File: src/uarttx.sv
//------------------------------------------------
// uarttx
// UART transmitter, 8N1, LSB first
// go starts a frame, bsy falls after the stop bit
//------------------------------------------------
module uarttx #(
  parameter int clks_per_bit = 8
) (
  input  logic       clk,
  input  logic       rst_n,
  input  logic [7:0] data,
  input  logic       go,
  output logic       tx,
  output logic       bsy
);

  localparam int baud_w = $clog2(clks_per_bit + 1);
  localparam logic [baud_w-1:0] baud_last = baud_w'(clks_per_bit - 1);

  typedef enum logic [2:0] {
    tx_idle,
    tx_start,
    tx_data,
    tx_stop,
    tx_done
  } tx_state_e;

  tx_state_e         state;
  logic [baud_w-1:0] baud_cnt;
  logic [2:0]        bit_cnt;
  logic [7:0]        shift;
  // last clock of the current bit
  logic              baud_tick;

  assign baud_tick = baud_cnt == baud_last;

  always_ff @(posedge clk) begin
    if (!rst_n) begin
      state    <= tx_idle;
      tx       <= 1'b1;
      bsy      <= 1'b0;
      baud_cnt <= '0;
      bit_cnt  <= '0;
    end else begin
      baud_cnt <= baud_tick ? '0 : baud_cnt + 1'b1;
      case (state)
        tx_idle: begin
          baud_cnt <= '0;
          if (go) begin
            // start bit goes out on this edge
            shift <= data;
            tx    <= 1'b0;
            bsy   <= 1'b1;
            state <= tx_start;
          end
        end
        tx_start: begin
          if (baud_tick) begin
            tx      <= shift[0];
            bit_cnt <= '0;
            state   <= tx_data;
          end
        end
        tx_data: begin
          if (baud_tick) begin
            if (bit_cnt == 3'd7) begin
              tx    <= 1'b1;
              state <= tx_stop;
            end else begin
              tx      <= shift[1];
              shift   <= {1'b0, shift[7:1]};
              bit_cnt <= bit_cnt + 1'b1;
            end
          end
        end
        tx_stop: begin
          if (baud_tick) begin
            bsy   <= 1'b0;
            state <= tx_done;
          end
        end
        // wait for the client to drop go
        tx_done: begin
          if (!go) begin
            state <= tx_idle;
          end
        end
        default: state <= tx_idle;
      endcase
    end
  end

  // idle line is marking and the transmitter is free
  assert property (@(posedge clk) disable iff (!rst_n)
    state == tx_idle |-> tx && !bsy);

endmodule

File: config.mk
export PLATFORM = sky130hd
export DESIGN_NAME = uarttx
export DESIGN_NICKNAME = d
export VERILOG_FILES = /design/src/uarttx.sv
export SDC_FILE = /design/constraint.sdc
export NUM_CORES = 1
export LEC_CHECK = 0
export ABC_AREA = 1
export ABC_CLOCK_PERIOD_IN_PS = 3600
export BUFFER_PORTS_ARGS = -buffer_cell sky130_fd_sc_hd__buf_2
export CORE_UTILIZATION = 59
export CTS_CLUSTER_SIZE = 10
export DETAILED_ROUTE_END_ITERATION = 8
export GPL_ROUTABILITY_DRIVEN = 1
export PLACE_DENSITY = 0.8
export SLEW_MARGIN = 20
export SYNTH_ARGS = -nofsm -noshare
export SYNTH_HDL_FRONTEND = slang
export SYNTH_SLANG_ARGS = --single-unit
File: constraint.sdc
create_clock -name clk -period 3.6 [get_ports clk]
set_input_delay 0.72 -clock clk [delete_from_list [all_inputs] [get_ports clk]]
set_output_delay 0.72 -clock clk [all_outputs]
set_load 0.05 [all_outputs]
==> impl_metrics.py <==
metrics = {
    "outcome": {
        "outcome": "complete, no violations",
    },
    "clock_network": {
        "cts_tree": "yes",
        "cts_buffers": 3,
        "clk_latency_ns": 0.31,
        "numClockSinks": 20,
        "cts_setup_buffers": 0,
        "root_buffer": "clkbuf_4",
        "clockBufferDepth": 2,
        "htree_levels": 1,
        "hold_buffers": 0,
        "cts_resized": 0,
        "clk_pin_slew_ns": 0.11,
    },
    "sta": {
        "period_needed_ns": 2.13,
        "max_freq_ghz": 0.470,
        "tightest_slew_ns": 0.770,
        "fin_crit_sh_pct": 59.0,
        "grt_setup_unrepaired": "false",
        "fin_setup_tns_ns": 0,
        "hold_viol": 0,
        "setup_viol": 0,
        "slew_violations": 0,
        "max_slew_margin_pct": 48.7,
        "fin_worst_skew_ns": 0.0115,
    },
    "layout": {
        "layout-drive-gt1-share_pct": 22.6,
        "layout_common_cells": "nand2_1 (37), nor2_1 (19), dfxtp_1 (12), buf_2 (12), inv_1 (9)",
        "instances_no_fill": 153,
        "areaGrowthSynthToFinish_pct": 7.79,
        "final_common_cell": "nand2_1",
        "n_antenna_cell": 0,
        "fillers": 121,
        "fin_area_um2": 1090,
        "fin_nets": 152,
    },
    "worst_setup_path": {
        "reg2regPathDepth": 7,
        "worstSetupPathType": "reg -> reg",
        "r2r_slack_ns": 1.47,
        "cp-end-kind": "flip-flop",
        "crit_path_end": "shift[7]$_SDFFCE_PN0P_",
        "crit_fanout": 8,
        "start_kind": "flip-flop",
        "r2r_start": "baud_cnt[0]$_SDFF_PP0_",
        "timing.rr.end": "shift[7]$_SDFFCE_PN0P_",
        "startpoint": "baud_cnt[0]$_SDFF_PP0_",
        "cp_data_required_time_ns": 3.55,
        "crit_arrival_ns": 2.08,
    },
    "synth": {
        "syn_avg_cell_area_um2": 8.16,
        "synth_top_family_by_area": "simple AND/OR/NAND/NOR gates",
        "synthMuxAreaShare_pct": 0,
        "netlist_area_um2": 1010,
        "ys_warn_count": 0,
        "synth_compound_area_share_pct": 6.92,
        "synth_nets": 138,
        "ys_ff_latch": 20,
        "synthAdderAreaFrac_pct": 3.71,
        "synth.distinct_cells": 23,
        "synth-xor-area-share_pct": 0.865,
        "syn_inst": 124,
        "synth_seq_area_share_pct": 47.5,
        "yosys.area_share.simple_pct": 34.2,
    },
    "detailed_routing": {
        "vias_per_cell": 5.12,
        "vias": 783,
        "drt_iter0_drc": 20,
        "drcViolationCount": 0,
        "wl_um": 1660,
        "first_pass_iters": 4,
        "ant_nets": 0,
        "drt-wirelength-per-cell_um": 10.9,
    },
    "global_route": {
        "grt_usage_pct": 21.2,
        "grt_start_max_net_pins": 12,
        "grt_pass1_wl_um": 2940,
        "grt_pass1_vias": 697,
        "antenna_found_initial": 0,
        "gr-total-overflow": 0,
    },
    "placed_design": {
        "gp_congestion": 0.886,
        "portBuffers": 12,
        "dp_cells": 149,
        "dp_hpwl_um": 1300,
        "postPlaceCellArea_um2": 1060,
    },
    "die": {
        "initial_utilization_pct": 64.9,
        "ios": 13,
        "core_area_um2": 1560,
        "row_count": 14,
        "die_h_um": 43.4,
        "die_x_um": 43.4,
        "die_area_um2": 1890,
    },
    "hold_path": {
        "hold_class": "reg -> reg",
    },
    "job": {
        "maxCapViolCount": 0,
    },
    "pwr": {
        "p_leak_nw": 0.500,
        "ir_worst_vdd_uv": 348,
        "p_per_area_nw_per_um2": 640,
        "total_power_mw": 0.698,
    },
}
[registers in the layout, summed over array words and instances, names as in the netlist]
register  cells
bsy           1
tx            1
bit_cnt       3
baud_cnt      4
shift         8
state         3
[how the worst min path moves through the flow]
stage | from | to | cells past startpoint
2_1_floorplan | baud_cnt[0]$_SDFF_PP0_ | baud_cnt[0]$_SDFF_PP0_ | 1
3_3_place_gp | baud_cnt[0]$_SDFF_PP0_ | baud_cnt[0]$_SDFF_PP0_ | 1
3_5_place_dp | baud_cnt[0]$_SDFF_PP0_ | baud_cnt[0]$_SDFF_PP0_ | 1
4_1_cts | baud_cnt[0]$_SDFF_PP0_ | baud_cnt[0]$_SDFF_PP0_ | 1
5_1_grt | baud_cnt[0]$_SDFF_PP0_ | baud_cnt[0]$_SDFF_PP0_ | 1
6_report | baud_cnt[0]$_SDFF_PP0_ | baud_cnt[0]$_SDFF_PP0_ | 1
[final cells by class]
type / instances / area (µm²) / area share [%]
inverter: 11 / 41.3 / 3.78
tap: 16 / 20.0 / 1.83
clock buffer: 4 / 26.3 / 2.41
timing repair buffer: 12 / 60.1 / 5.50
sequential: 20 / 480 / 44.0
multi-input combinational: 90 / 463 / 42.4
[layer usage]
metal	GRT usage, %	wire, µm
met1	28.4	814
met2	30.9	753
met4	14.4	38
met5	0	0
met3	4.17	56
[per-stage QoR]
step           setup WS (ns)  utilization [%]  hold slack, ns
6_report                1.47             70.0           0.456
3_5_place_dp            1.43             68.3           0.439
2_1_floorplan           1.75                -           0.418
5_1_grt                 1.28             70.0           0.476
3_3_place_gp            1.55             68.3           0.430
4_1_cts                 1.44             70.0           0.456
[synth_stat cells (all sizes together)]
cell type | instances | area share [%]
a21oi | 4 | 3.5
buf | 3 | 2.7
dfxtp | 12 | 24
edfxtp | 8 | 24
ha | 3 | 3.7
inv | 11 | 4.1
nand2 | 41 | 16
nand3 | 8 | 4.9
nand4 | 1 | 0.62
nor2 | 25 | 12
nor3b | 1 | 0.74
o211a | 1 | 0.99
o21ai | 5 | 2.5
xor2 | 1 | 0.87
[cell families (layout without fill, tap and decap cells)]
logic type / Yosys count / after routing
AO/OA/AOI/OAI: 10 / 10
XOR/XNOR: 1 / 1
adder cells (fa/ha/maj): 3 / 3
buffers and inverters: 14 / 27
flip-flops: 20 / 20
AND/OR/NAND/NOR: 76 / 76
[where the power goes]
group | total [mW] | switching, mW | leakage [nW] | internal (mW)
clock network | 0.109 | 0.0657 | 0.0150 | 0.0433
registers | 0.335 | 0.0341 | 0.173 | 0.301
logic | 0.254 | 0.176 | 0.313 | 0.0783
total | 0.698 | 0.275 | 0.500 | 0.422
[worst max-delay path, cell delays in order, from the launching register on]
cell and delay (ns):
dfxtp_1 0.36, ha_1 0.17, nand2_1 0.07, nor2_2 0.16, inv_1 0.14, a21oi_2 0.20, nand2_1 0.06, a21oi_1 0.60
(Power assumes the default switching activity.)
