===== config.mk =====
export PLATFORM = sky130hd
export DESIGN_NAME = ramio
export DESIGN_NICKNAME = d
export VERILOG_FILES = /design/src/ramio_pkg.sv /design/src/ramio.sv
export SDC_FILE = /design/constraint.sdc
export NUM_CORES = 1
export LEC_CHECK = 0
export ABC_AREA = 1
export BUFFER_PORTS_ARGS = -buffer_cell sky130_fd_sc_hd__buf_2
export CAP_MARGIN = 20
export CORE_MARGIN = 4
export CORE_UTILIZATION = 44
export CTS_BUF_LIST = sky130_fd_sc_hd__clkbuf_8 sky130_fd_sc_hd__clkbuf_16
export CTS_CLUSTER_DIAMETER = 30
export DETAILED_ROUTE_END_ITERATION = 16
export PLACE_DENSITY_LB_ADDON = 0.3
export SLEW_MARGIN = 10
export SYNTH_ARGS = -nofsm -noshare
export SYNTH_HDL_FRONTEND = slang
export SYNTH_SLANG_ARGS = --single-unit

===== constraint.sdc =====
create_clock -name clk -period 1.2 [get_ports clk]
set_input_delay 0 -clock clk [delete_from_list [all_inputs] [get_ports clk]]
set_output_delay 0 -clock clk [all_outputs]
set_load 0.01 [all_outputs]

===== src/ramio_pkg.sv =====
//------------------------------------------------
// ramio package
// access kinds, I/O port addresses and data widths
// shared by the I/O subsystem and its testbench
//------------------------------------------------
package ramio_pkg;

  // client bus widths
  localparam int data_width = 32;
  localparam int addr_width = 32;

  // read kind: bits 1:0 give the size, bit 2 flags sign extension
  // word reads carry bit 2 set, as the processor issues them
  typedef enum logic [2:0] {
    rd_none   = 3'b000,
    rd_byte_u = 3'b001,
    rd_half_u = 3'b010,
    rd_word   = 3'b111,
    rd_byte_s = 3'b101,
    rd_half_s = 3'b110
  } read_type_e;

  // write kind, same size coding as the read kind
  typedef enum logic [1:0] {
    wr_none = 2'b00,
    wr_byte = 2'b01,
    wr_half = 2'b10,
    wr_word = 2'b11
  } write_type_e;

  //------------------------------------------------
  // memory-mapped I/O ports at the top of the space
  //------------------------------------------------
  // four LEDs in the low nibble, 0 lights a LED
  localparam logic [addr_width-1:0] addr_led      = 32'hffff_fffc;
  // byte being sent, all ones when idle
  localparam logic [addr_width-1:0] addr_uart_out = 32'hffff_fff8;
  // last byte received, all ones when empty, cleared by a read
  localparam logic [addr_width-1:0] addr_uart_in  = 32'hffff_fff4;

  // readback of an idle transmitter or an empty receiver
  localparam logic [data_width-1:0] uart_idle_word = '1;

endpackage


===== src/ramio.sv =====
//------------------------------------------------
// ramio
// decodes client accesses to the word RAM, LEDs
// and UART, builds byte lanes for RAM writes and
// extends RAM read lanes by sign or zero
//------------------------------------------------
module ramio
  import ramio_pkg::*;
#(
  parameter int ram_addr_width = 10
) (
  input  logic                      clk,
  input  logic                      rst_n,
  // client side
  input  logic                      enable,
  input  read_type_e                read_type,
  input  write_type_e               write_type,
  input  logic [addr_width-1:0]     address,
  input  logic [data_width-1:0]     data_in,
  output logic [data_width-1:0]     data_out,
  output logic                      data_out_ready,
  output logic                      busy,
  output logic [3:0]                led,
  // word RAM
  output logic                      ram_enable,
  output logic [ram_addr_width-1:0] ram_word_addr,
  output logic [3:0]                ram_write_enable,
  output logic [data_width-1:0]     ram_data_in,
  input  logic [data_width-1:0]     ram_data_out,
  input  logic                      ram_ready,
  input  logic                      ram_busy,
  // UART transmitter
  output logic [7:0]                tx_data,
  output logic                      tx_go,
  input  logic                      tx_bsy,
  // UART receiver
  input  logic [7:0]                rx_data,
  input  logic                      rx_ready,
  output logic                      rx_go
);

  // port decode
  logic is_led;
  logic is_tx;
  logic is_rx;
  logic is_io;
  logic is_read;
  logic is_write;

  // byte being sent, all ones when idle
  logic [data_width-1:0] tx_readback;
  // go was raised in the previous cycle, bsy not yet valid
  logic                  tx_go_prev;
  // last byte received, all ones when empty
  logic [data_width-1:0] rx_latch;

  // lanes picked out of the RAM word
  logic [7:0]  byte_lane;
  logic [15:0] half_lane;

  assign is_led   = address == addr_led;
  assign is_tx    = address == addr_uart_out;
  assign is_rx    = address == addr_uart_in;
  assign is_io    = is_led || is_tx || is_rx;
  assign is_read  = enable && read_type != rd_none;
  assign is_write = enable && write_type != wr_none;

  // I/O answers at once, RAM handshake is forwarded
  assign busy           = is_io ? 1'b0 : ram_busy;
  assign data_out_ready = is_io ? 1'b1 : ram_ready;

  //------------------------------------------------
  // RAM write lanes
  //------------------------------------------------
  assign ram_enable    = (is_read || is_write) && !is_io;
  assign ram_word_addr = address[ram_addr_width+1:2];

  always_comb begin
    ram_write_enable = 4'b0000;
    ram_data_in      = data_in;
    case (write_type)
      // byte replicated on all lanes, one enable
      wr_byte: begin
        ram_write_enable = 4'b0001 << address[1:0];
        ram_data_in      = {4{data_in[7:0]}};
      end
      wr_half: begin
        ram_write_enable = address[1] ? 4'b1100 : 4'b0011;
        ram_data_in      = {2{data_in[15:0]}};
      end
      wr_word: ram_write_enable = 4'b1111;
      default: ram_write_enable = 4'b0000;
    endcase
    // no write strobe on I/O cycles or while idle
    if (!ram_enable) begin
      ram_write_enable = 4'b0000;
    end
  end

  //------------------------------------------------
  // read data
  //------------------------------------------------
  assign byte_lane = ram_data_out[{address[1:0], 3'b000} +: 8];
  assign half_lane = address[1] ? ram_data_out[31:16] : ram_data_out[15:0];

  always_comb begin
    data_out = '0;
    if (is_read) begin
      if (is_led) begin
        data_out = data_width'(led);
      end else if (is_tx) begin
        data_out = tx_readback;
      end else if (is_rx) begin
        data_out = rx_latch;
      end else begin
        case (read_type)
          rd_byte_u: data_out = data_width'(byte_lane);
          rd_byte_s: data_out = data_width'(signed'(byte_lane));
          rd_half_u: data_out = data_width'(half_lane);
          rd_half_s: data_out = data_width'(signed'(half_lane));
          rd_word:   data_out = ram_data_out;
          default:   data_out = '0;
        endcase
      end
    end
  end

  //------------------------------------------------
  // LED register and UART handshakes
  //------------------------------------------------
  assign tx_data = tx_readback[7:0];

  always_ff @(posedge clk) begin
    if (!rst_n) begin
      // all LEDs dark
      led         <= 4'b1111;
      tx_readback <= uart_idle_word;
      tx_go       <= 1'b0;
      tx_go_prev  <= 1'b0;
      rx_latch    <= uart_idle_word;
      rx_go       <= 1'b1;
    end else begin
      tx_go_prev <= 1'b0;

      // a read empties the receive latch, otherwise take a new byte
      // a byte not yet read is overrun
      if (is_read && is_rx) begin
        rx_latch <= uart_idle_word;
      end else if (rx_go && rx_ready) begin
        rx_latch <= data_width'(rx_data);
        // drop go for one cycle as acknowledge
        rx_go    <= 1'b0;
      end
      if (!rx_go) begin
        rx_go <= 1'b1;
      end

      // frame done, release the transmitter
      if (tx_go && !tx_bsy && !tx_go_prev) begin
        tx_go       <= 1'b0;
        tx_readback <= uart_idle_word;
      end

      // new byte to send, wins over the release above
      if (is_write && is_tx) begin
        tx_readback <= data_width'(data_in[7:0]);
        tx_go       <= 1'b1;
        tx_go_prev  <= 1'b1;
      end

      if (is_write && is_led) begin
        led <= data_in[3:0];
      end
    end
  end

  // half-word and word accesses arrive naturally aligned
  assert property (@(posedge clk) disable iff (!rst_n)
    enable && (read_type inside {rd_half_u, rd_half_s} || write_type == wr_half)
    |-> !address[0]);
  assert property (@(posedge clk) disable iff (!rst_n)
    enable && (read_type == rd_word || write_type == wr_word)
    |-> address[1:0] == 2'b00);

endmodule


==> run metrics, run 1 <==
status=finished with violations; failing checks=negative setup slack; type of origin of the critical path=input port; RR Startpoint=tx_go$_SDFFE_PN0P_; Power Density=541 mW/mm²; final setup vio count=46; Ant. Diodes=0; part of the power in registers=29.1%; Worst setup EP type=primary output; Ports=211; Die W=95.9 µm; Max-cap violations=0; initial drt markers=332; Post-Route Utilization=74.9%; worst hold path type=in2reg; Avg Vias per Cell=5.32; post-synth top area share=19.6%; required time of the worst setup path=1.20 ns; Tmin final=1.42 ns; worst-path maximum fanout=6; post-synthesis net count=748; VDD IR max=0.000748 V; commonest cells after routing, fill and taps aside=buf_2, nand2_1, inv_1; final wirelength=14.9 mm; Lkg Pwr=3.15 nW; # rows=31; TritonCTS clock tree=yes; final worst slack=-0.222 ns; DP Area=0.00466 mm²; die height=95.9 µm; Total GRT Usage=29.7%; Finished Cell Area=0.00552 mm²; core outline area=0.00737 mm²; most common cell after layout, fill and taps aside=buf_2; routed vias=5147; Netlist cell types=32; dpl ws=-0.544 ns; crit path capture=data_out[14]; initial antenna violation count=0; dpl hpwl=10.5 mm; worst-margin pin slew=0.434 ns; largest net degree at the start of global routing=25; Cells after Synth=628; RSZ-0062 raised after global routing=true; Sink Count=25; total grt overflow=0; worst reg2reg path depth=6; Setup CP Type=in2out; synth warn=0; die area=0.00919 mm²; Clock Tree Root=clkbuf_8; maximum clock path buffer count=2; EDFF count, synth=0; P_sw=1.19 mW; post-route ant nets=0; fraction of registers with async set/reset=0%; first-pass GRT wire length=21.8 mm; synthesized flop and latch total=25; top area cells in the synthesized netlist=nand2_1, dfxtp_1, inv_1; DR DRC count=0; initial core utilization=46.1%; DRT Pass-1 Iters=7; number of global-route vias before repair=4795; H-Tree Depth=1; final hold vios=0; Final period util=118%; Worst slew margin=71.0%; CP startpoint=address[17]; flop-to-flop setup slack=0.02 ns; Clk pin slew, worst setup/hold paths=0.10 ns; most area-hungry cell type in the Yosys netlist=nand2_1; power share of the clock group=17.6%; total CTS buffers=3; Synth Area per Inst=5.41 µm²; combinational share of power=53.3%; RR Endpoint=tx_readback[2]$_SDFFE_PN1P_; worst skew pair latency=0.28 ns; WL/cell=15.4 µm; Mapped Area=0.00340 mm²; register area share after synthesis=14.7%; Internal Power=1.80 mW; Switching Fraction=39.8%; FMAX=703 MHz; share of post-route cells with drive strength above 1=44.5%; skew final=0.00131 ns; top_reg_cell synth=dfxtp_1; Max Slew Vio Count=0; port buffer count=210; nets=990; area delta synth->final=62.6%; CP Data Arrival Time=1.42 ns; final weighted congestion in routability-driven placement=0.931
registers in the layout (all words and copies together), names as in the netlist:
register,count
rx_latch,9
tx_readback,9
led,4
rx_go,1
tx_go,1
tx_go_prev,1
timing repair:
| item | CTS | global route |
|---|---|---|
| gates resized for setup | 76 | 63 |
| hold buffers | 12 | 0 |
| pin swaps | 14 | 14 |
| setup buffers | 11 | 3 |
| endpoints found under the setup margin | 41 | 66 |
| cloned | 6 | 1 |
| endpoints found under the hold margin | 12 | 0 |
area by class of cell:
cell class / instances / area (µm²)
Clock buffer: 3 / 41.3
Clock inverter: 1 / 7.51
Fill cell: 636 / 1850
Inverter: 104 / 399
Multi-Input combinational cell: 445 / 2490
Sequential cell: 25 / 503
Tap cell: 99 / 124
Timing Repair Buffer: 291 / 1950
worst max-delay path, cell delays in order:
cell and delay, ns:
buf_2 0.10, nand2_1 0.06, nor2_1 0.11, nand2_1 0.10
nor2_4 0.21, buf_4 0.19, nand2_4 0.09, nand3_4 0.17
clkbuf_16 0.19, a21oi_2 0.03, buf_2 0.16
through the flow:
stage	hold WS, ns	total power, mW	cells	TNS [ns]
after detailed placement	0.199	2.22	937	-18.90
after floorplan	0.0871	1.62	628	0
final	0.00274	2.99	968	-6.62
after global routing	0.0173	3.15	968	-10.26
after global placement	0.202	2.21	937	-16.85
after CTS	0.00697	2.90	969	-4.93
synth_stat cells, drive strengths merged, types with 2 or more instances:
cell	n
dfxtp	25
a21oi	52
o22ai	18
buf	48
inv	102
clkinv	2
or2	5
nor2	59
clkbuf	9
a31oi	3
nand4	3
o21ai	43
nand3	62
nand2	181
ha	4
o211ai	9
power groups by stage:
stage	registers [mW]	clock network (mW)	logic [mW]
after floorplan	0.881	0	0.737
after global placement	0.882	0	1.32
after detailed placement	0.882	0	1.34
after CTS	0.867	0.527	1.51
after global routing	0.869	0.543	1.74
final	0.868	0.526	1.59
per-layer routing:
metal	wire (µm)	vias to the layer above	GRT usage, %
met5	0	-	0
met4	780	0	12.9
met3	1430	70	5.47
met2	7370	328	54.7
met1	5350	2289	33.0
li1	-	2460	-
logic make-up (layout without fill, tap and decap cells):
family	count (synthesis)	in the layout	share of synthesized area, %
simple gates	312	314	39.8
buf+inv	161	399	22.8
compound gates	126	127	21.1
flops	25	25	14.7
fa+ha+maj	4	4	1.47
worst min path at each step:
stage | end | cells after the start | from
4_1_cts | led[2]$_SDFFE_PN1P_ | 3 | data_in[2]
5_1_grt | tx_readback[3]$_SDFFE_PN1P_ | 3 | data_in[3]
2_1_floorplan | busy | 2 | ram_busy
3_3_place_gp | ram_word_addr[5] | 2 | address[7]
6_report | tx_readback[6]$_SDFFE_PN1P_ | 3 | data_in[6]
3_5_place_dp | ram_word_addr[5] | 2 | address[7]
Note: power is estimated with default switching activity, not from simulation.
==> run 2, diff against run 1 <==
- SETUP_SLACK_MARGIN: not set -> 0.02
==> run 2 against run 1 <==
The flow still finishes with violations (negative setup slack); first-iteration DRC count down 15%; die area stayed put; flip-flop and latch count is the same; wire length up 0.53%; clock-buffer cell count did not move; sequential share of layout area barely moved; critical endpoint unchanged.
==> run metrics, run 2 (same netlist as run 1, synthesis figures left out) <==
status=finished with violations; failing checks=negative setup slack; Ant. Diodes=0; CP Data Arrival Time=1.43 ns; power share of the clock group=17.5%; WL/cell=15.4 µm; final wirelength=15.0 mm; Die W=95.9 µm; DRT Pass-1 Iters=5; overall power=3.00 mW; initial drt markers=283; P_sw=1.19 mW; worst hold path type=in2reg; Max-cap violations=0; core outline area=0.00737 mm²; Sink Count=25; dpl hpwl=10.5 mm; first-pass GRT wire length=21.8 mm; post-route ant nets=0; dpl ws=-0.544 ns; initial core utilization=46.1%; RSZ-0062 raised after global routing=true; DR DRC count=0; nets=994; number of global-route vias before repair=4795; type of origin of the critical path=input port; share of post-route cells with drive strength above 1=45.1%; most common cell after layout, fill and taps aside=buf_2; die area=0.00919 mm²; Tmin final=1.43 ns; Total GRT Usage=29.7%; maximum clock path buffer count=2; final setup vio count=46; required time of the worst setup path=1.20 ns; RR Startpoint=tx_go$_SDFFE_PN0P_; Setup CP Type=in2out; H-Tree Depth=1; Avg Vias per Cell=5.35; commonest cells after routing, fill and taps aside=buf_2, nand2_1, inv_1; combinational share of power=53.6%; FMAX=700 MHz; Filler Cell Count=633; part of the power in registers=29.0%; Switching Fraction=39.8%; TritonCTS clock tree=yes; worst-path maximum fanout=6; Largest regs=rx_latch: 9 flops, tx_readback: 9 flops, led: 4 flops; Final period util=119%; area delta synth->final=63.3%; Worst setup EP type=primary output; final setup TNS=-6.91 ns; routed vias=5202; Post-Route Utilization=75.3%; Power Density=540 mW/mm²; Clk pin slew, worst setup/hold paths=0.10 ns; Clock Tree Root=clkbuf_8; total grt overflow=0; VDD IR max=0.000759 V; die height=95.9 µm; skew final=0.00146 ns; Ports=211; largest net degree at the start of global routing=25; CP startpoint=address[17]; Worst slew margin=71.3%; DP Area=0.00466 mm²; Finished Cell Area=0.00555 mm²; final worst slack=-0.228 ns; final weighted congestion in routability-driven placement=0.931; total CTS buffers=3; Internal Power=1.81 mW; # rows=31; worst-margin pin slew=0.430 ns; final hold vios=0; Max Slew Vio Count=0; worst skew pair latency=0.28 ns; initial antenna violation count=0; Lkg Pwr=3.17 nW; HP Start=data_in[2]; port buffer count=210
==> run 2: worst paths after layout <==
| path | to | slack (ns) | cells after the start |
|---|---|---|---|
| worst min-delay path | led[2]$_SDFFE_PN1P_ | 0.005 | 3 |
| worst max register to register | tx_readback[2]$_SDFFE_PN1P_ | 0.02 | 6 |
| worst max-delay path | data_out[14] | -0.23 | 13 |
| worst min register to register | rx_latch[0]$_SDFFE_PP1P_ | 0.50 | 2 |
==> run 2: per-layer routing <==
layer  part of all wire [%]  global-route usage (%)  vias up
met4                    4.8                    12.9        0
met3                    9.2                    5.47       58
li1                       -                       -     2466
met5                      0                       0        -
met1                     36                    33.0     2348
met2                     50                    54.7      330
==> run 2: power by group through the flow <==
stage / clock [mW] / combinational [mW] / sequential (mW)
2_1_floorplan: 0 / 0.737 / 0.881
3_3_place_gp: 0 / 1.32 / 0.882
3_5_place_dp: 0 / 1.34 / 0.882
4_1_cts: 0.527 / 1.51 / 0.867
5_1_grt: 0.543 / 1.75 / 0.869
6_report: 0.523 / 1.61 / 0.868
==> run 2: cell type report <==
cell class	instances	area [µm²]	share of cell area [%]
tap	99	124	2.23
clock inverter	1	7.51	0.135
clock buffer	3	41.3	0.744
sequential	25	503	9.07
inverter	104	399	7.19
multi-input combinational	445	2490	44.9
timing repair buffer	295	1980	35.7
==> run 2: worst max-delay path, stage by stage <==
cell       delay, ns
buf_2           0.10
nand2_1         0.07
nor2_1          0.11
nand2_1         0.10
nor2_4          0.22
nand2_4         0.10
inv_4           0.06
buf_6           0.10
nand2_4         0.05
nand3_4         0.13
clkbuf_16       0.19
a21oi_2         0.03
buf_2           0.16
==> run 2: metrics by stage <==
| stage | std cells | hold slack [ns] |
|---|---|---|
| final | 972 | 0.00510 |
| after detailed placement | 937 | 0.199 |
| after global placement | 937 | 0.202 |
| after global routing | 972 | 0.0173 |
| after floorplan | 628 | 0.0871 |
| after CTS | 969 | 0.00697 |
==> run 2: timing repair <==
item / in CTS / in global routing
gates resized for setup: 77 / 68
buffers inserted: 11 / 5
pin swaps: 14 / 14
endpoints found under the setup margin: 49 / 69
hold buffers: 12 / 0
endpoints found under the hold margin: 12 / 0
cloned: 6 / 1
