### config.mk
export PLATFORM = sky130hd
export DESIGN_NAME = uartrx
export DESIGN_NICKNAME = d
export VERILOG_FILES = /design/src/uartrx.sv
export SDC_FILE = /design/constraint.sdc
export NUM_CORES = 1
export LEC_CHECK = 0
export ABC_AREA = 0
export BUFFER_PORTS_ARGS = -buffer_cell sky130_fd_sc_hd__buf_2
export CORE_MARGIN = 3
export CORE_UTILIZATION = 45
export DETAILED_ROUTE_END_ITERATION = 12
export PLACE_DENSITY = 0.65
export SYNTH_ARGS = -nofsm -noshare
export SYNTH_HDL_FRONTEND = slang
export SYNTH_SLANG_ARGS = --single-unit
### constraint.sdc
create_clock -name clk -period 2.9 [get_ports clk]
set_input_delay 0.29 -clock clk [delete_from_list [all_inputs] [get_ports clk]]
set_output_delay 0.29 -clock clk [all_outputs]
set_load 0.02 [all_outputs]
### src/uartrx.sv
//------------------------------------------------
// uartrx
// UART receiver, 8N1, samples each bit mid-way
// holds the byte until go falls as acknowledge
//------------------------------------------------
module uartrx #(
  parameter int clks_per_bit = 8
) (
  input  logic       clk,
  input  logic       rst_n,
  input  logic       rx,
  input  logic       go,
  output logic [7:0] data,
  output logic       data_ready
);

  localparam int baud_w = $clog2(clks_per_bit + 1);
  localparam logic [baud_w-1:0] baud_last = baud_w'(clks_per_bit - 1);
  localparam logic [baud_w-1:0] baud_half = baud_w'(clks_per_bit / 2 - 1);

  typedef enum logic [2:0] {
    rx_idle,
    rx_start,
    rx_data,
    rx_stop,
    rx_full
  } rx_state_e;

  rx_state_e         state;
  // two-flop synchronizer on the serial line
  logic              rx_meta;
  logic              rx_sync;
  logic [baud_w-1:0] baud_cnt;
  logic [2:0]        bit_cnt;

  always_ff @(posedge clk) begin
    if (!rst_n) begin
      rx_meta <= 1'b1;
      rx_sync <= 1'b1;
    end else begin
      rx_meta <= rx;
      rx_sync <= rx_meta;
    end
  end

  always_ff @(posedge clk) begin
    if (!rst_n) begin
      state      <= rx_idle;
      data_ready <= 1'b0;
      baud_cnt   <= '0;
      bit_cnt    <= '0;
    end else begin
      baud_cnt <= baud_cnt + 1'b1;
      case (state)
        // hunt for a falling edge while the client wants data
        rx_idle: begin
          baud_cnt <= '0;
          if (go && !rx_sync) begin
            state <= rx_start;
          end
        end
        // confirm the start bit half a bit later, else a glitch
        rx_start: begin
          if (baud_cnt == baud_half) begin
            baud_cnt <= '0;
            bit_cnt  <= '0;
            state    <= rx_sync ? rx_idle : rx_data;
          end
        end
        // one full bit from mid start lands mid data bit
        rx_data: begin
          if (baud_cnt == baud_last) begin
            baud_cnt <= '0;
            data     <= {rx_sync, data[7:1]};
            bit_cnt  <= bit_cnt + 1'b1;
            if (bit_cnt == 3'd7) begin
              state <= rx_stop;
            end
          end
        end
        // framing error drops the byte
        rx_stop: begin
          if (baud_cnt == baud_last) begin
            if (rx_sync) begin
              data_ready <= 1'b1;
              state      <= rx_full;
            end else begin
              state <= rx_idle;
            end
          end
        end
        rx_full: begin
          baud_cnt <= '0;
          if (!go) begin
            data_ready <= 1'b0;
            state      <= rx_idle;
          end
        end
        default: state <= rx_idle;
      endcase
    end
  end

endmodule

==> results of run 1 <==
-- synth_stat cells (all sizes together) (3+ instances only) --
cell type,instances,area share
edfxtp,8,0.27
dfxtp,13,0.29
a21boi,3,0.025
buf,3,0.027
nand3b,3,0.025
nand2,8,0.034
ha,3,0.042
nand3,6,0.034
nor2,5,0.021
a21oi,4,0.035
o21ai,4,0.023
-- through the flow --
stage	cell area [sq um]	util	hold WS (ns)	instances
4_1_cts	976	0.547	0.160	118
5_1_grt	976	0.547	0.166	118
6_report	976	0.547	0.159	118
3_3_place_gp	948	0.532	0.393	114
3_5_place_dp	948	0.532	0.398	114
2_1_floorplan	885	-	0.363	81
-- worst min path at each step --
stage / slack [ns] / from / depth (start not counted) / endpoint
after floorplan: 0.36 / rst_n / 1 / rx_sync
after detailed placement: 0.40 / rx_meta / 1 / rx_sync
after CTS: 0.16 / rx / 2 / rx_meta
final: 0.16 / rx / 2 / rx_meta
after global routing: 0.17 / rx / 2 / rx_meta
after global placement: 0.39 / rx_meta / 1 / rx_sync
-- kinds of logic (layout without fill, tap and decap cells) --
| logic type | count (synthesis) | in the layout | synth area share |
|---|---|---|---|
| adder cells (fa/ha/maj) | 3 | 3 | 0.0424 |
| XOR/XNOR | 2 | 2 | 0.0198 |
| AND/OR/NAND/NOR | 33 | 33 | 0.205 |
| multiplexers | 1 | 1 | 0.0113 |
| flip-flops | 21 | 21 | 0.566 |
| AO/OA/AOI/OAI | 15 | 15 | 0.116 |
| buffers and inverters | 6 | 18 | 0.0396 |
-- critical path: cells and delay by family (launching register included) --
kind | cells | cell delay (ns)
buffers and inverters | 1 | 0.25
AOI/OAI and AO/OA | 1 | 0.18
and+or+nand+nor | 2 | 0.52
adders and majority gates | 1 | 0.20
DFF | 1 | 0.37
-- registers in the layout, indices dropped and copies added, names as in the netlist --
| signal | count |
|---|---|
| rx_sync | 1 |
| bit_cnt | 3 |
| baud_cnt | 4 |
| data_ready | 1 |
| rx_meta | 1 |
| data | 8 |
| state | 3 |
-- layer usage --
metal | GRT usage | up-vias
li1 | - | 310
met1 | 0.194 | 290
met2 | 0.202 | 16
met3 | 0.0356 | 4
met4 | 0.0538 | 0
met5 | 0 | -
-- final cells by class --
type | instances | area, sq um | share of cell area
clock buffers | 3 | 22.5 | 0.0231
clock inverters | 1 | 5.00 | 0.00513
inverters | 2 | 7.51 | 0.00769
multi-input cells | 54 | 349 | 0.358
flip-flops and latches | 21 | 500 | 0.513
well taps | 25 | 31.3 | 0.0321
repair buffers | 12 | 60.1 | 0.0615
-- power by group through the flow --
stage | Sequential, mW | Clock [mW] | Combinational (mW)
finish | 0.307 | 0.138 | 0.0103
global route | 0.307 | 0.150 | 0.0117
CTS | 0.307 | 0.140 | 0.0104
detailed placement | 0.313 | 0 | 0.0104
global placement | 0.313 | 0 | 0.0102
floorplan | 0.313 | 0 | 0.00742
==> flow_summary.yaml, run 1 <==
worst_setup_path:
  endpoint_kind: "flop"
  slowest_delay_ns: 0.42
  cp.required_ns: 2.89
  path_cells: "ha_1, or3b_4, a21oi_4, nand2_1, inv_1"
  rr_worst_depth: 5
  startpoint_type: "flop"
  arrival_ns: 1.82
  cp_slowest_cell: "or3b_4"
  path_max_fanout: 8
  critical_path_class: "flop to flop"
  cp-startpoint: "baud_cnt[0]"
  endpoint: "data[3]"
  r2r_end: "data[3]"
  rr_startpoint: "baud_cnt[0]"
  r2r_slack_ns: 1.07
placed_design:
  dpl_worst_slack_ns: 1.07
  place_hpwl_mm: 1.12
  place_congestion: 0.774
  port-buffer-count: 12
timing:
  finalCritPeriodShare: 0.631
  hold_viol: 0
  fmax_mhz: 546
  rsz0062_at_grt: "false"
  clock_skew_ns: 0.00235
  setup_viol: 0
  slew_headroom: 0.758
  setup_slack_ns: 1.07
  period_needed_ns: 1.83
  slew_viol_final: 0
  setup_tns_ns: 0
  worstMarginPinSlew_ns: 0.360
die:
  die-area_sq_mm: 0.00253
  core-area_sq_mm: 0.00178
  dieWidth_um: 50.3
  row_count: 15
  io_pins: 13
  dieHeight_um: 50.3
  initial_core_util: 0.496
cells_and_area:
  drive_gt1_frac: 0.215
  fillers: 166
  layout_common_cells: "13 x dfxtp_1, 12 x buf_2, 8 x nand2_1, 8 x edfxtp_1, 6 x nand3_1"
  fin_nets: 101
  area_growth_syn_to_layout_pct: 10.3
  antenna_cells: 0
  layout_commonest_cell: "dfxtp_1"
pwr:
  power.switching_uw: 94.2
  clkPwrFrac: 0.304
  comb_power_share: 0.023
  finalPower_uw: 456
  p_leak_nw: 0.373
  seq_power_share: 0.674
  power.density_mw_per_mm2: 467
  intPower_uw: 361
  swShare: 0.207
  vdd_drop_max_v: 0.000268
synthesis:
  netlist-cell-type-count: 30
  synth_warnings: 0
  syn_area_per_cell_sq_um: 10.9
  syn-cell-area_sq_um: 885
  synth_edf_count: 8
  ys_ff_latch: 21
  synth_ff_type: "dfxtp_1"
  syn-num-nets: 88
  yosysSeqAreaShare: 0.566
  synth-async-reset-ratio: 0
  synthesis.instances: 81
clock_tree:
  ctsHoldBuffers: 0
  root_buffer: "clkbuf_4"
  cts_tree: "yes"
  insertion_delay_ns: 0.30
  cts_resized: 0
  clockBufferDepth: 2
  cts_max_level: 1
  post-cts-setup-buffers: 0
  path_clk_slew_ns: 0.11
  numClockSinks: 21
  cts_buffers: 3
grt:
  grt_pass1_vias: 569
  antenna_found_initial: 0
  grt_max_degree: 14
  grt_pass1_wl_mm: 2.65
  grt-ovfl-total: 0
  grt_usage: 0.138
routing:
  met3_length_um: 60
  wl_met1_um: 726
  post_drt_wl_per_cell_um: 12.4
  drtPass1Iterations: 4
  dr.first_iter.drc_count: 15
  met2WireLength_um: 656
  detail_route.wirelength_mm: 1.46
  drc: 0
  antenna_left: 0
  dr_total_vias: 620
  routed.top_layer: "met4"
  viasPerCell: 5.25
hold_path:
  holdCritPathClass: "primary input to flop"
run_status:
  outcome: "complete, no violations"
job:
  cap_violations: 0
(Power assumes the default switching activity.)
==> inputs of run 2 (changes only) <==
- ABC_AREA: 0 -> 1
- PLACE_DENSITY: 0.65 -> 0.68
- clock period: 2.9 -> 1.65 ns (I/O delays scaled with it)
==> run 2 against run 1 <==
  * Setup slack worse by 0.94 ns
  * Maximum frequency is 20% higher
  * Die area is 1.4% higher
  * Clock skew is 0.0014 ns lower
  * Sequential power is 120% higher
  * Highest routed layer unchanged
  * Sequential share of layout area is 2.9 points lower
  * Clock power is 86% higher
  * Non-clock buffer count is 1 higher
  * Wire length is 4.0% higher
==> flow_summary.yaml, run 2 <==
run_status:
  outcome: "complete, no violations"
timing:
  slew_viol_final: 0
  setup_viol: 0
  setup_tns_ns: 0
  hold_viol: 0
  period_needed_ns: 1.52
  finalCritPeriodShare: 0.921
  fmax_mhz: 658
  rsz0062_at_grt: "false"
  slew_headroom: 0.782
  worstMarginPinSlew_ns: 0.326
  clock_skew_ns: 0.000914
hold_path:
  min_from: "rx"
  min_path_cells: 2
  holdPathEnd: "rx_meta"
  holdCritPathClass: "primary input to flop"
synthesis:
  synth_common_cells: "23 x nor2_1, 17 x nand2_1, 13 x dfxtp_1, 11 x inv_1, 8 x edfxtp_1"
  synth_edf_count: 8
  ys_top_cells_by_area: "dfxtp_1 29%, edfxtp_1 27%, nor2_1 9.6%, nand2_1 7.1%, inv_1 4.6%"
  yosysMostFrequentCell: "nor2_1"
  yosysSeqAreaShare: 0.557
  syn-num-nets: 108
  netlist-cell-type-count: 17
  syn-cell-area_sq_um: 898
  synth_warnings: 0
  synth.top_cell.area_share: 0.290
  synth_ff_type: "dfxtp_1"
  synth-async-reset-ratio: 0
  synth_top_cell_by_area: "dfxtp_1"
  ys_ff_latch: 21
  syn_area_per_cell_sq_um: 8.89
  synthesis.instances: 101
placed_design:
  port-buffer-count: 12
  placed_cell_area_sq_um: 997
  place_congestion: 0.857
  place_hpwl_mm: 1.14
worst_setup_path:
  critical_path_class: "flop to flop"
  slowest_delay_ns: 0.37
  startpoint_type: "flop"
  path_cells: "ha_1, nand2_1, nor2_4, nand3_2, nor2_1, buf_4"
  path_max_fanout: 8
  rr_startpoint: "baud_cnt[0]"
  cp.required_ns: 1.69
  endpoint_kind: "flop"
  cp_top_family: "simple AND/OR/NAND/NOR gates"
  cp_slowest_cell: "dfxtp_1"
  arrival_ns: 1.56
  rr_worst_depth: 6
  crit_buf_inv: 1
  r2r_slack_ns: 0.13
  r2r_end: "data[2]"
cells_and_area:
  top_regs: "data x8, baud_cnt x4"
  layout_common_cells: "23 x nor2_1, 17 x nand2_1, 13 x dfxtp_1"
  fin_nets: 126
  antenna_cells: 0
  area_growth_syn_to_layout_pct: 15.2
  layout_commonest_cell: "nor2_1"
  largest_reg_flops: 8
  top_register: "data"
  final_core_util: 0.574
  final_area_sq_mm: 0.00103
  drive_gt1_frac: 0.212
pwr:
  p_leak_nw: 0.441
  finalPower_mw: 1.36
  power.switching_uw: 517
  power.density_mw_per_mm2: 1320
  seq_power_share: 0.490
  clkPwrFrac: 0.188
  comb_power_share: 0.321
  intPower_uw: 846
  swShare: 0.379
  vdd_drop_max_v: 0.000627
clock_tree:
  cts_buffers: 3
  path_clk_slew_ns: 0.12
  numClockSinks: 21
  post-cts-setup-buffers: 0
  clockBufferDepth: 2
  cts_tree: "yes"
  ctsHoldBuffers: 0
  insertion_delay_ns: 0.31
  cts_max_level: 1
  root_buffer: "clkbuf_4"
grt:
  antenna_found_initial: 0
  grt_usage: 0.148
  grt-ovfl-total: 0
  grt_max_degree: 14
  grt_pass1_vias: 637
  grt_pass1_wl_mm: 2.80
routing:
  post_drt_wl_per_cell_um: 10.6
  dr.first_iter.drc_count: 9
  dr_total_vias: 686
  drc: 0
  viasPerCell: 4.80
  drtPass1Iterations: 4
  detail_route.wirelength_mm: 1.52
  antenna_left: 0
die:
  initial_core_util: 0.499
  die-area_sq_mm: 0.00257
  dieHeight_um: 50.7
  row_count: 15
  core-area_sq_mm: 0.00180
  dieWidth_um: 50.7
  io_pins: 13
job:
  cap_violations: 0
run 2: cell count changes in the layout (fill, tap and decap cells not counted), moves of 3 or more:
cell      delta
inv_1        +9
nor2_1      +18
nand2_1      +9
nand3_2      +3
nand3b_1     -3
run 2: logic make-up (layout without fill, tap and decap cells):
| group | count (synthesis) | in the layout | synth area share |
|---|---|---|---|
| buf+inv | 11 | 28 | 0.0460 |
| compound gates | 10 | 10 | 0.0599 |
| fa+ha+maj | 3 | 3 | 0.0418 |
| xor+xnor | 1 | 1 | 0.00975 |
| simple gates | 55 | 55 | 0.286 |
| flops | 21 | 21 | 0.557 |
run 2: worst max path at each step:
stage,start,to,slack (ns),cells past startpoint
after floorplan,baud_cnt[0],data[0],0.06,5
after global placement,baud_cnt[0],data[6],0.18,6
after detailed placement,baud_cnt[0],data[5],0.16,6
after CTS,baud_cnt[0],data[4],0.15,6
after global routing,baud_cnt[0],data[2],0.01,6
final,baud_cnt[0],data[2],0.13,6
run 2: what timing repair did:
item | 4_1_cts | 5_1_grt
setup endpoints to repair | 0 | 3
endpoints found under the hold margin | 0 | 0
resized for setup | 0 | 1
run 2: through the flow:
step           setup slack [ns]  hold slack [ns]  instances
2_1_floorplan            0.0641            0.272        101
3_3_place_gp              0.183            0.352        139
3_5_place_dp              0.165            0.357        139
4_1_cts                   0.150           0.0269        143
5_1_grt                  0.0141           0.0142        143
6_report                  0.130           0.0334        143
run 2: power groups by stage:
stage                     clock [mW]  combinational, mW  sequential [mW]
after global routing           0.287              0.518            0.683
after global placement             0              0.407            0.677
after floorplan                    0              0.343            0.664
after detailed placement           0              0.419            0.680
final                          0.257              0.438            0.669
after CTS                      0.262              0.421            0.669
run 2: worst register-to-register path, cell delays in order, from the launching register on:
cell and delay (ns):
dfxtp_1 0.37, ha_1 0.21, nand2_1 0.12, nor2_4 0.14
nand3_2 0.11, nor2_1 0.12, buf_4 0.18
run 2: area by class of cell:
type | instances | area (sq um)
inverters | 11 | 41.3
well taps | 25 | 31.3
clock buffers | 3 | 22.5
clock inverters | 1 | 7.51
fillers | 171 | 767
repair buffers | 13 | 67.6
multi-input cells | 69 | 364
flip-flops and latches | 21 | 500
run 2: layer usage:
metal,GRT usage,share of wire,up-vias
met5,0,0,-
met4,0.0987,0.028,0
met3,0.0356,0.032,4
met2,0.209,0.43,11
met1,0.198,0.51,311
li1,-,-,360
==> inputs of run 3 (changes only) <==
- CELL_PAD_IN_SITES_DETAIL_PLACEMENT: default -> 1
- CELL_PAD_IN_SITES_GLOBAL_PLACEMENT: default -> 2
- CORE_UTILIZATION: 45 -> 29
- PLACE_DENSITY: 0.68 -> default
- PLACE_DENSITY_LB_ADDON: default -> 0.1
==> run 3 against run 2 <==
  * Clock power shrank 3%
  * Maximum frequency grew 1.1%
  * Flip-flop and latch count is the same
  * Register-to-register slack better by 0.02 ns
  * Wire length grew 29%
  * Via count rose by 3.5%
  * Largest power group unchanged
  * Largest cell class unchanged
  * Power down 0.15%
  * Clock-buffer cell count unchanged
==> flow_summary.yaml, run 3 (synthesis gave the netlist of run 2 again) <==
run_status:
  outcome: "complete, no violations"
timing:
  period_needed_ns: 1.50
  setup_viol: 0
  slew_viol_final: 0
  clock_skew_ns: 0.00344
  slew_headroom: 0.806
  worstMarginPinSlew_ns: 0.291
  fmax_mhz: 666
  setup_slack_ns: 0.147
  hold_viol: 0
  finalCritPeriodShare: 0.911
pwr:
  finalPower_mw: 1.36
  p_leak_nw: 0.442
  swShare: 0.384
  clkPwrFrac: 0.184
  intPower_uw: 839
  seq_power_share: 0.496
  power.switching_uw: 522
  power.density_mw_per_mm2: 1310
  vdd_drop_max_v: 0.000427
  comb_power_share: 0.321
clock_tree:
  root_buffer: "clkbuf_4"
  numClockSinks: 21
  cts_tree: "yes"
  cts_max_level: 1
  cts_buffers: 3
  clockBufferDepth: 2
  insertion_delay_ns: 0.30
  path_clk_slew_ns: 0.12
routing:
  dr.first_iter.drc_count: 14
  drtPass1Iterations: 4
  viasPerCell: 4.77
  dr_total_vias: 710
  post_drt_wl_per_cell_um: 13.2
  drc: 0
  antenna_left: 0
  detail_route.wirelength_mm: 1.96
cells_and_area:
  final_cells: 149
  top_regs: "data x8, baud_cnt x4"
  final_core_util: 0.363
  area_growth_syn_to_layout_pct: 15.3
  layout_common_cells: "23 x nor2_1, 17 x nand2_1, 12 x dfxtp_1, 12 x buf_2, 11 x inv_1"
  top_register: "data"
  fin_nets: 126
  antenna_cells: 0
  drive_gt1_frac: 0.229
  layout_commonest_cell: "nor2_1"
  largest_reg_flops: 8
grt:
  grt_pass1_wl_mm: 3.22
  grt_usage: 0.122
  grt_max_degree: 13
  grt_pass1_vias: 708
  antenna_found_initial: 0
  grt-ovfl-total: 0
worst_setup_path:
  crit_buf_inv: 1
  cp_slowest_cell: "dfxtp_2"
  rr_startpoint: "baud_cnt[0]"
  cp-startpoint: "baud_cnt[0]"
  cp.required_ns: 1.67
  slowest_delay_ns: 0.36
  arrival_ns: 1.53
  endpoint_kind: "flop"
  cp_top_family: "simple AND/OR/NAND/NOR gates"
  startpoint_type: "flop"
  critical_path_class: "flop to flop"
  path_cells: "ha_2, nand2_1, nor2_4, nand3_2, nor2_1, buf_4"
  path_max_fanout: 8
hold_path:
  min_from: "rx"
  holdCritPathClass: "primary input to flop"
placed_design:
  place_hpwl_mm: 1.48
  dpl_worst_slack_ns: 0.111
  dp_cells: 145
  port-buffer-count: 12
  place_congestion: 0.719
die:
  row_count: 19
  initial_core_util: 0.315
  dieHeight_um: 61.7
  core-area_sq_mm: 0.00285
  dieWidth_um: 61.7
  io_pins: 13
  die-area_sq_mm: 0.00380
job:
  cap_violations: 0
## run 3: cell count changes in the layout (fill, tap and decap cells not counted), sizes merged
cell	previous run	this run
clkinvlp	1	0
clkinv	0	1
## run 3: final cells by class
class | count | area (sq um)
fill | 357 | 1820
sequential | 21 | 502
multi-input combinational | 69 | 359
timing repair buffer | 13 | 67.6
inverter | 11 | 41.3
tap | 31 | 38.8
clock buffer | 3 | 22.5
clock inverter | 1 | 5.00
## run 3: worst paths after layout
kind | end | slack [ns] | cells after the start
setup / recovery | data[4] | 0.15 | 6
hold / removal | rx_meta | 0.04 | 2
setup reg to reg | data[4] | 0.15 | 6
hold reg to reg | baud_cnt[0] | 0.43 | 1
## run 3: power groups by stage
stage          Clock, mW  Combinational [mW]  Sequential (mW)
2_1_floorplan          0               0.343            0.664
3_3_place_gp           0               0.433            0.681
3_5_place_dp           0               0.441            0.685
4_1_cts            0.273               0.450            0.674
5_1_grt            0.299               0.526            0.688
6_report           0.250               0.436            0.674
## run 3: layer usage
metal | share of wire | vias to the layer above | GRT usage
li1 | - | 362 | -
met1 | 0.49 | 340 | 0.155
met2 | 0.48 | 6 | 0.194
met3 | 0.020 | 2 | 0.0314
met4 | 0.0092 | 0 | 0.0545
met5 | 0 | - | 0
## run 3: what timing repair did
action	4_1_cts	5_1_grt
gates resized for setup	0	2
buffers inserted	0	0
hold buffers	0	0
setup endpoints to repair	0	13
## run 3: metrics by stage
step / hold slack [ns] / setup TNS, ns / cell area, sq um
floorplan: 0.272 / 0 / 898
global placement: 0.353 / 0 / 1000
detailed placement: 0.355 / 0 / 1000
CTS: 0.0230 / 0 / 1030
global route: 0.0179 / -0.00113 / 1040
finish: 0.0392 / 0 / 1040
